[src/logic/scope_pkg.sv]
`default_nettype none

package scope_pkg;

    ////////////////////////////////////////////////////////////////////////////
    // Sample and trigger types
    ////////////////////////////////////////////////////////////////////////////

    // ADC sample width
    localparam int SAMPLE_W = 8;

    // Trigger modes, encoded as CTRL[2:1]
    typedef enum logic [1:0] {
        trig_rising,
        trig_falling,
        trig_level,
        trig_immediate
    } trig_mode_e;

    // Capture sequencer states, reported in STATUS[1:0]
    typedef enum logic [1:0] {
        seq_idle,
        seq_wait,
        seq_fill,
        seq_done
    } seq_state_e;

    // One registered sample plus its trigger flag
    typedef struct packed {
        logic [SAMPLE_W-1:0] data;
        logic                hit;
    } sample_beat_t;

    // Software configuration
    typedef struct packed {
        trig_mode_e          mode;
        logic [SAMPLE_W-1:0] level;
        logic [SAMPLE_W-1:0] hyst;
        logic [8:0]          count;
    } capture_cfg_t;

    // Sequencer state seen by software
    typedef struct packed {
        seq_state_e state;
        logic [8:0] fill;
    } capture_status_t;

    // Buffer write request
    typedef struct packed {
        logic                wr_en;
        logic [7:0]          addr;
        logic [SAMPLE_W-1:0] data;
    } buf_wr_t;

    ////////////////////////////////////////////////////////////////////////////
    // Register map, byte addresses
    ////////////////////////////////////////////////////////////////////////////

    localparam logic [31:0] REG_CTRL   = 32'h0000_0000;
    localparam logic [31:0] REG_LEVEL  = 32'h0000_0004;
    localparam logic [31:0] REG_HYST   = 32'h0000_0008;
    localparam logic [31:0] REG_COUNT  = 32'h0000_000C;
    localparam logic [31:0] REG_STATUS = 32'h0000_0010;
    // Buffer word i at BUF_BASE + 4*i
    localparam logic [31:0] BUF_BASE   = 32'h0000_0400;

endpackage

`default_nettype wire

[src/logic/trigger_detect.sv]
`timescale 1ns/10ps
`default_nettype none

module trigger_detect (
    input  logic                           clk,
    input  logic                           rst,
    input  logic [scope_pkg::SAMPLE_W-1:0] sample,
    input  logic                           sample_valid,
    input  scope_pkg::capture_cfg_t        cfg,
    output scope_pkg::sample_beat_t        beat,
    output logic                           beat_valid
);

    import scope_pkg::*;

    // Hysteresis thresholds
    logic [SAMPLE_W:0]   sum_c;
    logic [SAMPLE_W-1:0] hi_thr;
    logic [SAMPLE_W-1:0] lo_thr;

    // Edge qualifier
    logic       armed_q;
    logic       armed_nxt;
    logic       armed_eff;
    trig_mode_e mode_q;
    logic       hit_c;

    // Output registers
    logic [SAMPLE_W-1:0] beat_data_q;
    logic                beat_hit_q;

    ////////////////////////////////////////////////////////////////////////////
    // Thresholds, saturating at both ends of the sample range
    ////////////////////////////////////////////////////////////////////////////

    assign sum_c  = {1'b0, cfg.level} + {1'b0, cfg.hyst};
    assign hi_thr = sum_c[SAMPLE_W] ? '1 : sum_c[SAMPLE_W-1:0];
    assign lo_thr = (cfg.level > cfg.hyst) ? cfg.level - cfg.hyst : '0;

    // Flag armed under another mode does not count
    assign armed_eff = armed_q && (mode_q == cfg.mode);

    ////////////////////////////////////////////////////////////////////////////
    // Trigger rule per mode
    ////////////////////////////////////////////////////////////////////////////

    always_comb begin
        hit_c     = 1'b0;
        armed_nxt = armed_eff;
        unique case (cfg.mode)
            trig_rising: begin
                // Need a dip to level-hyst before the next crossing
                if (armed_eff && sample >= cfg.level) begin
                    hit_c     = 1'b1;
                    armed_nxt = 1'b0;
                end else if (sample <= lo_thr) begin
                    armed_nxt = 1'b1;
                end
            end
            trig_falling: begin
                // Mirror of rising, arms above level+hyst
                if (armed_eff && sample <= cfg.level) begin
                    hit_c     = 1'b1;
                    armed_nxt = 1'b0;
                end else if (sample >= hi_thr) begin
                    armed_nxt = 1'b1;
                end
            end
            trig_level: begin
                hit_c     = (sample >= cfg.level);
                armed_nxt = 1'b0;
            end
            trig_immediate: begin
                hit_c     = 1'b1;
                armed_nxt = 1'b0;
            end
        endcase
    end

    always_ff @(posedge clk or negedge rst) begin
        if (!rst) begin
            beat_valid <= 1'b0;
            beat_hit_q <= 1'b0;
            armed_q    <= 1'b0;
            mode_q     <= trig_rising;
        end else begin
            beat_valid <= sample_valid;
            beat_hit_q <= sample_valid && hit_c;
            // Qualifier only moves on real samples
            if (sample_valid) begin
                armed_q <= armed_nxt;
                mode_q  <= cfg.mode;
            end
        end
    end

    // Sample payload
    always_ff @(posedge clk) begin
        if (sample_valid) begin
            beat_data_q <= sample;
        end
    end

    assign beat = '{data: beat_data_q, hit: beat_hit_q};

    // A hit always comes from a sample strobed one cycle earlier
    a_hit_valid: assert property (@(posedge clk) disable iff (!rst)
        beat.hit |-> beat_valid && $past(sample_valid));

endmodule

`default_nettype wire

[src/logic/capture_sequencer.sv]
`timescale 1ns/10ps
`default_nettype none

module capture_sequencer #(
    parameter int DEPTH = 256
) (
    input  logic                       clk,
    input  logic                       rst,
    input  logic                       arm,
    input  scope_pkg::capture_cfg_t    cfg,
    input  scope_pkg::sample_beat_t    beat,
    input  logic                       beat_valid,
    output scope_pkg::buf_wr_t         wr,
    output scope_pkg::capture_status_t status
);

    import scope_pkg::*;

    localparam logic [8:0] DEPTH_W = 9'(DEPTH);

    seq_state_e state_q;
    seq_state_e state_d;
    logic [8:0] fill_q;
    logic [8:0] fill_d;
    logic [8:0] target_c;
    logic       wr_en_c;

    // Zero or oversize count means a full buffer
    assign target_c = (cfg.count == '0 || cfg.count > DEPTH_W) ? DEPTH_W : cfg.count;

    ////////////////////////////////////////////////////////////////////////////
    // Write request, same cycle as the beat
    ////////////////////////////////////////////////////////////////////////////

    // Arm wins over a beat in the same cycle
    assign wr_en_c = beat_valid && !arm &&
                     ((state_q == seq_wait && beat.hit) || state_q == seq_fill);

    always_comb begin
        state_d = state_q;
        fill_d  = fill_q;
        if (arm) begin
            // Restart from any state
            state_d = seq_wait;
            fill_d  = '0;
        end else if (wr_en_c) begin
            fill_d  = fill_q + 9'd1;
            state_d = (fill_d >= target_c) ? seq_done : seq_fill;
        end
    end

    always_ff @(posedge clk or negedge rst) begin
        if (!rst) begin
            state_q <= seq_idle;
            fill_q  <= '0;
        end else begin
            state_q <= state_d;
            fill_q  <= fill_d;
        end
    end

    // Fill count doubles as write address
    assign wr     = '{wr_en: wr_en_c, addr: fill_q[7:0], data: beat.data};
    assign status = '{state: state_q, fill: fill_q};

    ////////////////////////////////////////////////////////////////////////////
    // Checks
    ////////////////////////////////////////////////////////////////////////////

    a_wr_state: assert property (@(posedge clk) disable iff (!rst)
        wr.wr_en |-> (state_q inside {seq_wait, seq_fill}));

    a_fill_max: assert property (@(posedge clk) disable iff (!rst)
        fill_q <= DEPTH_W);

endmodule

`default_nettype wire

[src/logic/capture_buffer.sv]
`timescale 1ns/10ps
`default_nettype none

module capture_buffer #(
    parameter int DEPTH = 256
) (
    input  logic                           clk,
    input  scope_pkg::buf_wr_t             wr,
    input  logic [7:0]                     rd_addr,
    output logic [scope_pkg::SAMPLE_W-1:0] rd_data
);

    import scope_pkg::*;

    // Sample storage, simple dual port
    logic [SAMPLE_W-1:0] mem [DEPTH];

    ////////////////////////////////////////////////////////////////////////////
    // Write port, driven by the sequencer
    ////////////////////////////////////////////////////////////////////////////

    always_ff @(posedge clk) begin
        if (wr.wr_en) begin
            mem[wr.addr] <= wr.data;
        end
    end

    ////////////////////////////////////////////////////////////////////////////
    // Read port, one cycle latency
    ////////////////////////////////////////////////////////////////////////////

    // Registered output for block RAM inference
    always_ff @(posedge clk) begin
        rd_data <= mem[rd_addr];
    end

    // Sequencer must clip its count to the buffer size
    a_wr_range: assert property (@(posedge clk)
        wr.wr_en |-> wr.addr < DEPTH);

endmodule

`default_nettype wire

[src/logic/axil_regs.sv]
`timescale 1ns/10ps
`default_nettype none

module axil_regs #(
    parameter int DEPTH   = 256,
    parameter int AXIL_AW = 12
) (
    input  logic                           clk,
    input  logic                           rst,
    // Write address and data
    input  logic [AXIL_AW-1:0]             awaddr,
    input  logic                           awvalid,
    output logic                           awready,
    input  logic [31:0]                    wdata,
    input  logic                           wvalid,
    output logic                           wready,
    // Write response
    output logic [1:0]                     bresp,
    output logic                           bvalid,
    input  logic                           bready,
    // Read address and data
    input  logic [AXIL_AW-1:0]             araddr,
    input  logic                           arvalid,
    output logic                           arready,
    output logic [31:0]                    rdata,
    output logic [1:0]                     rresp,
    output logic                           rvalid,
    input  logic                           rready,
    // Core side
    output scope_pkg::capture_cfg_t        cfg,
    output logic                           arm,
    input  scope_pkg::capture_status_t     status,
    output logic [7:0]                     rd_addr,
    input  logic [scope_pkg::SAMPLE_W-1:0] rd_data
);

    import scope_pkg::*;

    // Low until the first cycle out of reset
    logic ready_q;

    logic [31:0] aw_addr32;
    logic [31:0] ar_addr32;
    logic [31:0] ar_off;
    logic        wr_fire;
    logic        rd_fire;
    logic        ar_in_buf;

    // Config registers
    trig_mode_e          mode_q;
    logic [SAMPLE_W-1:0] level_q;
    logic [SAMPLE_W-1:0] hyst_q;
    logic [8:0]          count_q;

    // Read path
    logic        rfirst_q;
    logic        buf_sel_q;
    logic [31:0] reg_val_c;
    logic [31:0] buf_word_c;
    logic [31:0] rhold_q;

    always_ff @(posedge clk or negedge rst) begin
        if (!rst) begin
            ready_q <= 1'b0;
        end else begin
            ready_q <= 1'b1;
        end
    end

    assign aw_addr32 = 32'(awaddr);
    assign ar_addr32 = 32'(araddr);

    ////////////////////////////////////////////////////////////////////////////
    // Write channel
    ////////////////////////////////////////////////////////////////////////////

    // AW and W taken together, never with a response outstanding
    assign awready = ready_q && !bvalid && awvalid && wvalid;
    assign wready  = awready;
    assign wr_fire = awvalid && awready;
    assign bresp   = 2'b00;

    always_ff @(posedge clk or negedge rst) begin
        if (!rst) begin
            mode_q  <= trig_rising;
            level_q <= '0;
            hyst_q  <= '0;
            count_q <= '0;
            arm     <= 1'b0;
            bvalid  <= 1'b0;
        end else begin
            // Arm is a one-cycle pulse
            arm <= 1'b0;
            if (wr_fire) begin
                bvalid <= 1'b1;
                case (aw_addr32)
                    REG_CTRL: begin
                        arm    <= wdata[0];
                        mode_q <= trig_mode_e'(wdata[2:1]);
                    end
                    REG_LEVEL: level_q <= wdata[SAMPLE_W-1:0];
                    REG_HYST:  hyst_q  <= wdata[SAMPLE_W-1:0];
                    REG_COUNT: count_q <= wdata[8:0];
                    // Status and buffer are read only
                    default: ;
                endcase
            end else if (bvalid && bready) begin
                bvalid <= 1'b0;
            end
        end
    end

    assign cfg = '{mode: mode_q, level: level_q, hyst: hyst_q, count: count_q};

    ////////////////////////////////////////////////////////////////////////////
    // Read channel
    ////////////////////////////////////////////////////////////////////////////

    assign arready = ready_q && !rvalid;
    assign rd_fire = arvalid && arready;
    assign rresp   = 2'b00;

    // Buffer window decode, word index straight to the RAM
    assign ar_off    = ar_addr32 - BUF_BASE;
    assign ar_in_buf = (ar_addr32 >= BUF_BASE) && (ar_addr32 < BUF_BASE + 32'(4 * DEPTH));
    assign rd_addr   = ar_off[9:2];

    always_comb begin
        case (ar_addr32)
            REG_CTRL:   reg_val_c = {29'b0, mode_q, 1'b0};
            REG_LEVEL:  reg_val_c = 32'(level_q);
            REG_HYST:   reg_val_c = 32'(hyst_q);
            REG_COUNT:  reg_val_c = 32'(count_q);
            REG_STATUS: reg_val_c = {15'b0, status.fill, 6'b0, status.state};
            // Unmapped and buffer space
            default:    reg_val_c = '0;
        endcase
    end

    always_ff @(posedge clk or negedge rst) begin
        if (!rst) begin
            rvalid    <= 1'b0;
            rfirst_q  <= 1'b0;
            buf_sel_q <= 1'b0;
        end else begin
            rfirst_q <= rd_fire;
            if (rd_fire) begin
                rvalid    <= 1'b1;
                buf_sel_q <= ar_in_buf;
            end else if (rvalid && rready) begin
                rvalid <= 1'b0;
            end
        end
    end

    assign buf_word_c = 32'(rd_data);

    // Register values latched at AR, buffer word latched on its first cycle
    always_ff @(posedge clk) begin
        if (rd_fire) begin
            rhold_q <= reg_val_c;
        end else if (rfirst_q && buf_sel_q) begin
            rhold_q <= buf_word_c;
        end
    end

    // RAM output used directly while it is fresh
    assign rdata = (rfirst_q && buf_sel_q) ? buf_word_c : rhold_q;

    ////////////////////////////////////////////////////////////////////////////
    // Response hold
    ////////////////////////////////////////////////////////////////////////////

    a_bvalid_hold: assert property (@(posedge clk) disable iff (!rst)
        bvalid && !bready |=> bvalid);

    a_rvalid_hold: assert property (@(posedge clk) disable iff (!rst)
        rvalid && !rready |=> rvalid && $stable(rdata));

endmodule

`default_nettype wire

[src/logic/scope_capture_top.sv]
`timescale 1ns/10ps
`default_nettype none

module scope_capture_top #(
    parameter int DEPTH   = 256,
    parameter int AXIL_AW = 12
) (
    input  logic                           clk,
    input  logic                           rst,
    // AXI4-Lite slave
    input  logic [AXIL_AW-1:0]             awaddr,
    input  logic                           awvalid,
    output logic                           awready,
    input  logic [31:0]                    wdata,
    input  logic                           wvalid,
    output logic                           wready,
    output logic [1:0]                     bresp,
    output logic                           bvalid,
    input  logic                           bready,
    input  logic [AXIL_AW-1:0]             araddr,
    input  logic                           arvalid,
    output logic                           arready,
    output logic [31:0]                    rdata,
    output logic [1:0]                     rresp,
    output logic                           rvalid,
    input  logic                           rready,
    // ADC stream, no stall
    input  logic [scope_pkg::SAMPLE_W-1:0] sample,
    input  logic                           sample_valid
);

    import scope_pkg::*;

    capture_cfg_t        cfg;
    logic                arm;
    sample_beat_t        beat;
    logic                beat_valid;
    buf_wr_t             wr;
    capture_status_t     status;
    logic [7:0]          rd_addr;
    logic [SAMPLE_W-1:0] rd_data;

    ////////////////////////////////////////////////////////////////////////////
    // Sample path
    ////////////////////////////////////////////////////////////////////////////

    trigger_detect trig0 (
        .clk          (clk),
        .rst          (rst),
        .sample       (sample),
        .sample_valid (sample_valid),
        .cfg          (cfg),
        .beat         (beat),
        .beat_valid   (beat_valid)
    );

    capture_sequencer #(.DEPTH(DEPTH)) seq0 (
        .clk        (clk),
        .rst        (rst),
        .arm        (arm),
        .cfg        (cfg),
        .beat       (beat),
        .beat_valid (beat_valid),
        .wr         (wr),
        .status     (status)
    );

    capture_buffer #(.DEPTH(DEPTH)) buf0 (
        .clk     (clk),
        .wr      (wr),
        .rd_addr (rd_addr),
        .rd_data (rd_data)
    );

    ////////////////////////////////////////////////////////////////////////////
    // Register block
    ////////////////////////////////////////////////////////////////////////////

    axil_regs #(.DEPTH(DEPTH), .AXIL_AW(AXIL_AW)) regs0 (
        .clk     (clk),
        .rst     (rst),
        .awaddr  (awaddr),
        .awvalid (awvalid),
        .awready (awready),
        .wdata   (wdata),
        .wvalid  (wvalid),
        .wready  (wready),
        .bresp   (bresp),
        .bvalid  (bvalid),
        .bready  (bready),
        .araddr  (araddr),
        .arvalid (arvalid),
        .arready (arready),
        .rdata   (rdata),
        .rresp   (rresp),
        .rvalid  (rvalid),
        .rready  (rready),
        .cfg     (cfg),
        .arm     (arm),
        .status  (status),
        .rd_addr (rd_addr),
        .rd_data (rd_data)
    );

endmodule

`default_nettype wire

[config.mk]
export PLATFORM = sky130hd
export DESIGN_NAME = scope_capture_top
export DESIGN_NICKNAME = d
export VERILOG_FILES = /design/src/logic/scope_pkg.sv /design/src/logic/trigger_detect.sv /design/src/logic/capture_sequencer.sv /design/src/logic/capture_buffer.sv /design/src/logic/axil_regs.sv /design/src/logic/scope_capture_top.sv
export SDC_FILE = /design/constraint.sdc
export NUM_CORES = 2
export LEC_CHECK = 0
export BUFFER_PORTS_ARGS = -buffer_cell sky130_fd_sc_hd__buf_2
export CORE_UTILIZATION = 55
export CTS_BUF_LIST = sky130_fd_sc_hd__clkbuf_16
export CTS_CLUSTER_SIZE = 16
export DETAILED_ROUTE_END_ITERATION = 10
export PLACE_DENSITY_LB_ADDON = 0.2
export REMOVE_ABC_BUFFERS = 1
export SLEW_MARGIN = 30
export SYNTH_ARGS = -nofsm -noshare
export SYNTH_HDL_FRONTEND = slang
export SYNTH_SLANG_ARGS = --single-unit
[constraint.sdc]
create_clock -name clk -period 4 [get_ports clk]
set_clock_uncertainty 0.1 [all_clocks]
set_input_delay 0 -clock clk [delete_from_list [all_inputs] [get_ports clk]]
set_output_delay 0 -clock clk [all_outputs]
set_load 0.1 [all_outputs]
# --- Yosys cells after proc, flatten, opt, wreduce, memory -nomap -nowiden ---
# Memories as Yosys holds them, arrays and structs flattened. A register that Yosys moved wholly into a read port is not among the register bits.
# Cells that the tools add are included.
word_totals:
  n_memories: 1
  elab_cells: 106
  register_bits: 89
  out_inout_bits: 41
  ram_bits: 2048
memory_table:
  columns: ["memory", "depth", "word_bits", "rd", "rd_ports_with_merged_regs", "wr", "line_no", "text"]
  rows:
  - ["buf0.mem", 256, 8, 1, 1, 1, "capture_buffer.sv:16", "logic [SAMPLE_W-1:0] mem [DEPTH];"]
classes:
  n_lt_le_gt_ge: 9
  n_eq_ne: 13
  n_reduce_logical: 34
  n_mux: 27
  addsub: 4
op_table:
  columns: ["cell", "count"]
  rows:
  - ["17-bit one-hot mux with 5 select lines", 1]
  - ["32-bit zero test", 2]
  - ["32-bit 2-to-1 mux", 2]
  - ["12-bit by 4-bit equality test with 1-bit output (second input constant)", 4]
  - ["9-bit 2-to-1 mux", 3]
  - ["12-bit by 3-bit equality test with 1-bit output (second input constant)", 2]
  - ["1-bit logical AND", 17]
  - ["8-bit greater-or-equal comparator", 2]
  - ["8-bit less-or-equal comparator", 2]
  - ["8-bit 2-to-1 mux", 2]
  - ["1-bit 2-to-1 mux", 15]
  - ["12-bit by 5-bit equality test with 1-bit output (second input constant)", 1]
  - ["12-bit by 11-bit greater-or-equal comparator with 1-bit output (second input constant)", 1]
  - ["12-bit < comparator (second input constant)", 1]
  - ["10-bit by 1-bit subtractor with 10-bit output (second input constant)", 1]
  - ["8-bit by 8-bit adder with 9-bit output", 1]
  - ["9-bit by 1-bit adder with 9-bit output (second input constant)", 1]
  - ["9-bit greater-or-equal comparator", 1]
  - ["9-bit greater-than comparator (second input constant)", 1]
  - ["9-bit zero test", 1]
  - ["8-bit greater-than comparator", 1]
  - ["2-bit AND reduction", 4]
  - ["8-bit subtractor", 1]
  - ["2-bit equality test (second input constant)", 3]
  - ["other kinds (10)", 17]

# --- Depth between registers and ports, before layout ---
depth:
  ltp_word: 7
  depth_mapped: 18

# --- Hierarchy ---
# A second synthesis with hierarchy kept.
hier_totals:
  hier_cells: 4307
  hier_area_um2: 85311.8
by_module_without_submodules:
  columns: ["module", "area_each_um2", "cells_per_inst", "n_inst"]
  rows:
  - ["capture_buffer", 79556.3, 3733, 1]
  - ["axil_regs", 2901.5, 251, 1]
  - ["trigger_detect", 1781.7, 206, 1]
  - ["capture_sequencer", 1072.3, 117, 1]

# --- Worst setup path after synthesis ---
# OpenSTA, ideal clock, no wires.
synth_path:
  path_type: "register -> register"
  from: "reg trig0.beat_data_q[0]"
  to: "mem buf0.mem[0][0] (data pin)"
  arrival_time_ps: 3228
  synth_period_minus_slack_ps: 4146
  stages_incl_launch_ff: 1
  setup_ps: 817
  setup_slack_ps: -146
  path_buffers: 0
  cell_sequence: "edfxtp_1"
synth_lines:
  columns: ["item", "line_no", "text"]
  rows:
  - ["start: declaration", "trigger_detect.sv:29", "logic [SAMPLE_W-1:0] beat_data_q;"]
  - ["start signal: assignment", "trigger_detect.sv:100", "beat_data_q <= sample;"]
  - ["end: declaration", "capture_buffer.sv:16", null]
# Straight into the memory's write port.

# --- Final worst setup path ---
layout_path:
  from: "reg regs0.hyst_q[0]"
  to: "reg trig0.armed_q"
layout_between:
  elab_chain_cells: 6
  word_cells_on_any_way: 12
  cone_classes: "add/sub (2); order compare (3); mux (7)"
layout_lines:
  columns: ["item", "line_no", "text"]
  rows:
  - ["start: declaration", "axil_regs.sv:52", "logic [SAMPLE_W-1:0] hyst_q;"]
  - ["start signal: assignment", "axil_regs.sv:102", "REG_HYST: hyst_q <= wdata[SAMPLE_W-1:0];"]
  - ["8-bit by 8-bit adder with 9-bit output, or another cell as far along", "trigger_detect.sv:36", "assign sum_c = {1'b0, cfg.level} + {1'b0, cfg.hyst};"]
  - ["8-bit 2-to-1 mux, on equally long branches", "trigger_detect.sv:37, trigger_detect.sv:38", null]
  - ["8-bit greater-or-equal comparator or 8-bit less-or-equal comparator (tied branches)", "trigger_detect.sv:65, trigger_detect.sv:56", null]
  - ["1-bit 2-to-1 mux, on equally long branches", "trigger_detect.sv:65, trigger_detect.sv:56", null]
  - ["1-bit 2-to-1 mux, on equally long branches", "trigger_detect.sv:62, trigger_detect.sv:53", null]
  - ["1-bit one-hot mux with 3 select lines (*)", "trigger_detect.sv:50", "unique case (cfg.mode)"]
  - ["end signal: assignment", "trigger_detect.sv:91", "armed_q <= armed_nxt;"]
  - ["end: declaration", "trigger_detect.sv:22", "logic armed_q;"]
# Every way passes the cells marked *; elsewhere a longest branch is shown, timed or not.
# A chain may end at the register's enable or synchronous reset.

==> impl_metrics.env <==
export IMPL_cp_endpoint="trig0.armed_q"
export IMPL_reg2regPathDepth=17
export IMPL_numClockSinks=2145
export IMPL_cap_violations=0
export IMPL_relSlewSlack=0.310
export IMPL_power_density_mw_per_mm2=494
export IMPL_core_area_mm2=0.152
export IMPL_synthFlopType="edfxtp_1"
export IMPL_avgRoutedWirePerCell_um=31.6
export IMPL_grt_start_max_net_pins=241
export IMPL_firstDrtPassIters=5
export IMPL_r2r_end="trig0.armed_q"
export IMPL_r2r_slack_ns=0.26
export IMPL_async_reset_ff_frac=0.0228
export IMPL_fp_dieArea_mm2=0.155
export IMPL_critPathKind="flip-flop to flip-flop"
export IMPL_avgSynthCellArea_um2=20.4
export IMPL_synth_distinct_cells=74
export IMPL_rr_startpoint="regs0.hyst_q[0]"
export IMPL_row_count=143
export IMPL_cp_max_fo=2
export IMPL_path_clk_slew_ns=0.06
export IMPL_groute_layer_met3_usage=0.0480
export IMPL_synthesis_area_mm2=0.0845
export IMPL_cts_max_level=4
export IMPL_crit_required_ns=4.61
export IMPL_worst_slack_ns=0.257
export IMPL_yosysSeqAreaShare=0.754
export IMPL_grt_antenna_before_repair=7
export IMPL_root_buffer="clkbuf_16"
export IMPL_min_path_type="input pin to flip-flop"
export IMPL_postRouteAntennaNets=0
export IMPL_timing_fmax_ghz=0.267
export IMPL_final_cell_mix="2056 x edfxtp_1, 527 x mux4_2, 312 x buf_4"
export IMPL_final_max_slew_viol_count=0
export IMPL_setup_viol=0
export IMPL_leakage_nw=31.6
export IMPL_die_h_um=394
export IMPL_gp_congestion=0.862
export IMPL_grt_pass1_vias=44000
export IMPL_busiest_layer="met2"
export IMPL_synth_seq_cells=2145
export IMPL_num_nets_final=4748
export IMPL_vdd_drop_max_mv=0.385
export IMPL_drc=0
export IMPL_startpoint="regs0.hyst_q[0]"
export IMPL_period_needed_ns=3.74
export IMPL_hold_depth=6
export IMPL_antenna_cells=0
export IMPL_viasPerCell=6.38
export IMPL_insertion_delay_ns=0.85
export IMPL_cts_made_buffers=206
export IMPL_post_route_util=0.635
export IMPL_gr_total_overflow=0
export IMPL_synth_area_leaders="edfxtp_1 73%, mux4_2 14%, dfrtp_1 1.5%"
export IMPL_worstPathArrival_ns=4.35
export IMPL_track_usage=0.280
export IMPL_yosys_warnings=0
export IMPL_routed_wirelength_mm=216
export IMPL_outcome="finished, final reports clean"
export IMPL_yosysTopAreaCellShare=0.730
export IMPL_drive_above_1_share=0.275
export IMPL_setup_worst_path_end_class="flip-flop"
export IMPL_dpl_hpwl_mm=132
export IMPL_cts_tree="done"
export IMPL_area_delta_synth_final_pct=14.4
export IMPL_pre_cts_ws_ns=0.112
export IMPL_drt_initial_drc_count=5242
export IMPL_synth_edf_count=2056
export IMPL_finalCritPeriodShare=0.936
export IMPL_dr_total_vias=43500
export IMPL_use_met1=0.403
export IMPL_io_pins=113
export IMPL_synthCells=4138
export IMPL_layout_commonest_cell="edfxtp_1"
export IMPL_die_x_um=394
export IMPL_tightest_slew_ns=1.03
export IMPL_cts_buffer_depth=3
export IMPL_portBuffers=85
export IMPL_initial_core_util=0.555
export IMPL_yosys_area_top_type="edfxtp_1"
export IMPL_start_kind="flip-flop"
export IMPL_grtUsageMet2=0.443
export IMPL_hold_viol=0
export IMPL_grt_pass1_wl_mm=312
==> synth_stat cells (40+ instances only) <==
cell	instances
mux2i_1	69
a22oi_1	87
nand2_1	99
and2_1	42
dfxtp_1	40
mux4_2	527
edfxtp_1	2056
buf_2	40
o21ai_0	67
nor2_1	314
a21oi_1	60
dfrtp_1	49
clkbuf_1	122
ha_1	54
==> report_power, final <==
part           internal [mW]  leakage [nW]  total (mW)  switching, mW
Combinational           1.12          8.81        3.85           2.73
Clock                   10.5          3.35        18.9           8.35
Sequential              24.9          19.4        25.0          0.132
==> state kept, by name, indices dropped and copies added, names as in the netlist <==
signal             flops
regs0.buf_sel_q        1
regs0.bvalid           1
regs0.arm              1
trig0.armed_q          1
regs0.hyst_q           8
regs0.mode_q           2
regs0.ready_q          1
trig0.beat_valid       1
regs0.rfirst_q         1
trig0.mode_q           2
regs0.count_q          9
regs0.level_q          8
seq0.state_q           2
regs0.rhold_q         32
buf0.mem            2048
trig0.beat_data_q      8
buf0.rd_data           8
regs0.rvalid           1
seq0.fill_q            9
trig0.beat_hit_q       1
==> logic make-up (layout without fill, tap and decap cells) <==
| family | count (synthesis) | after routing | share of synthesized area |
|---|---|---|---|
| other | 2 | 5 | 0.0000888 |
| buffers and inverters | 280 | 934 | 0.0172 |
| AND/OR/NAND/NOR | 609 | 609 | 0.0325 |
| AO/OA/AOI/OAI | 399 | 399 | 0.0325 |
| XOR/XNOR | 16 | 16 | 0.00166 |
| flip-flops | 2145 | 2145 | 0.754 |
| adder cells (fa/ha/maj) | 56 | 56 | 0.00847 |
| multiplexers | 631 | 631 | 0.153 |
==> critical path, stage by stage (launching register included) <==
cell and delay, ns:
dfrtp_1 0.38, ha_1 0.23, fa_1 0.38, nor2b_1 0.14, o21a_1 0.18, o21ai_2 0.13, a21oi_1 0.09, o21ai_1 0.18
a21oi_1 0.10, or3b_2 0.45, ha_1 0.28, nand2b_1 0.14, a21o_1 0.17, a21o_1 0.17, a21oi_1 0.12, o21ai_0 0.09
a2bb2oi_1 0.18, o211ai_1 0.11
==> metal layers <==
layer | up-vias | wire, um
met1 | 23000 | 85300
met4 | 2 | 7300
met3 | 390 | 18800
met2 | 2128 | 104000
met5 | - | 13
li1 | 18000 | -
==> area by class of cell <==
type	count	area, um2
inverter	39	146
clock inverter	175	1300
multi-input combinational	1716	19400
fill	10200	55500
timing repair buffer	512	4340
tap	2030	2540
sequential	2145	63800
clock buffer	208	5200
==> worst min path at each step <==
| stage | from | endpoint | slack [ns] |
|---|---|---|---|
| finish | araddr[6] | buf0.rd_data[2] | 0.07 |
| global route | araddr[6] | buf0.rd_data[2] | 0.09 |
| CTS | araddr[6] | buf0.rd_data[2] | 0.02 |
| detailed placement | rst | regs0.bvalid | -0.08 |
| global placement | rst | regs0.ready_q | -0.09 |
| floorplan | rst | regs0.arm | -0.40 |
==> timing repair <==
action                                 in CTS  in global routing
buffers inserted                            0                  2
setup endpoints to repair                   0                  1
resized for setup                           0                  4
hold buffers                               77                  0
endpoints found under the hold margin     127                  0
==> stage by stage <==
| step | cell area (um2) | power, mW | setup TNS, ns | hold slack, ns | cells |
|---|---|---|---|---|---|
| global placement | 89300 | 29.2 | 0 | -0.0863 | 6358 |
| global route | 96700 | 48.9 | -0.0123 | 0.0892 | 6825 |
| floorplan | 83200 | 27.2 | -298.75 | -0.396 | 3900 |
| detailed placement | 89400 | 29.3 | 0 | -0.0800 | 6361 |
| finish | 96700 | 47.8 | 0 | 0.0694 | 6825 |
| CTS | 96700 | 47.9 | 0 | 0.0239 | 6821 |
Note: power is estimated with default switching activity, not from simulation.
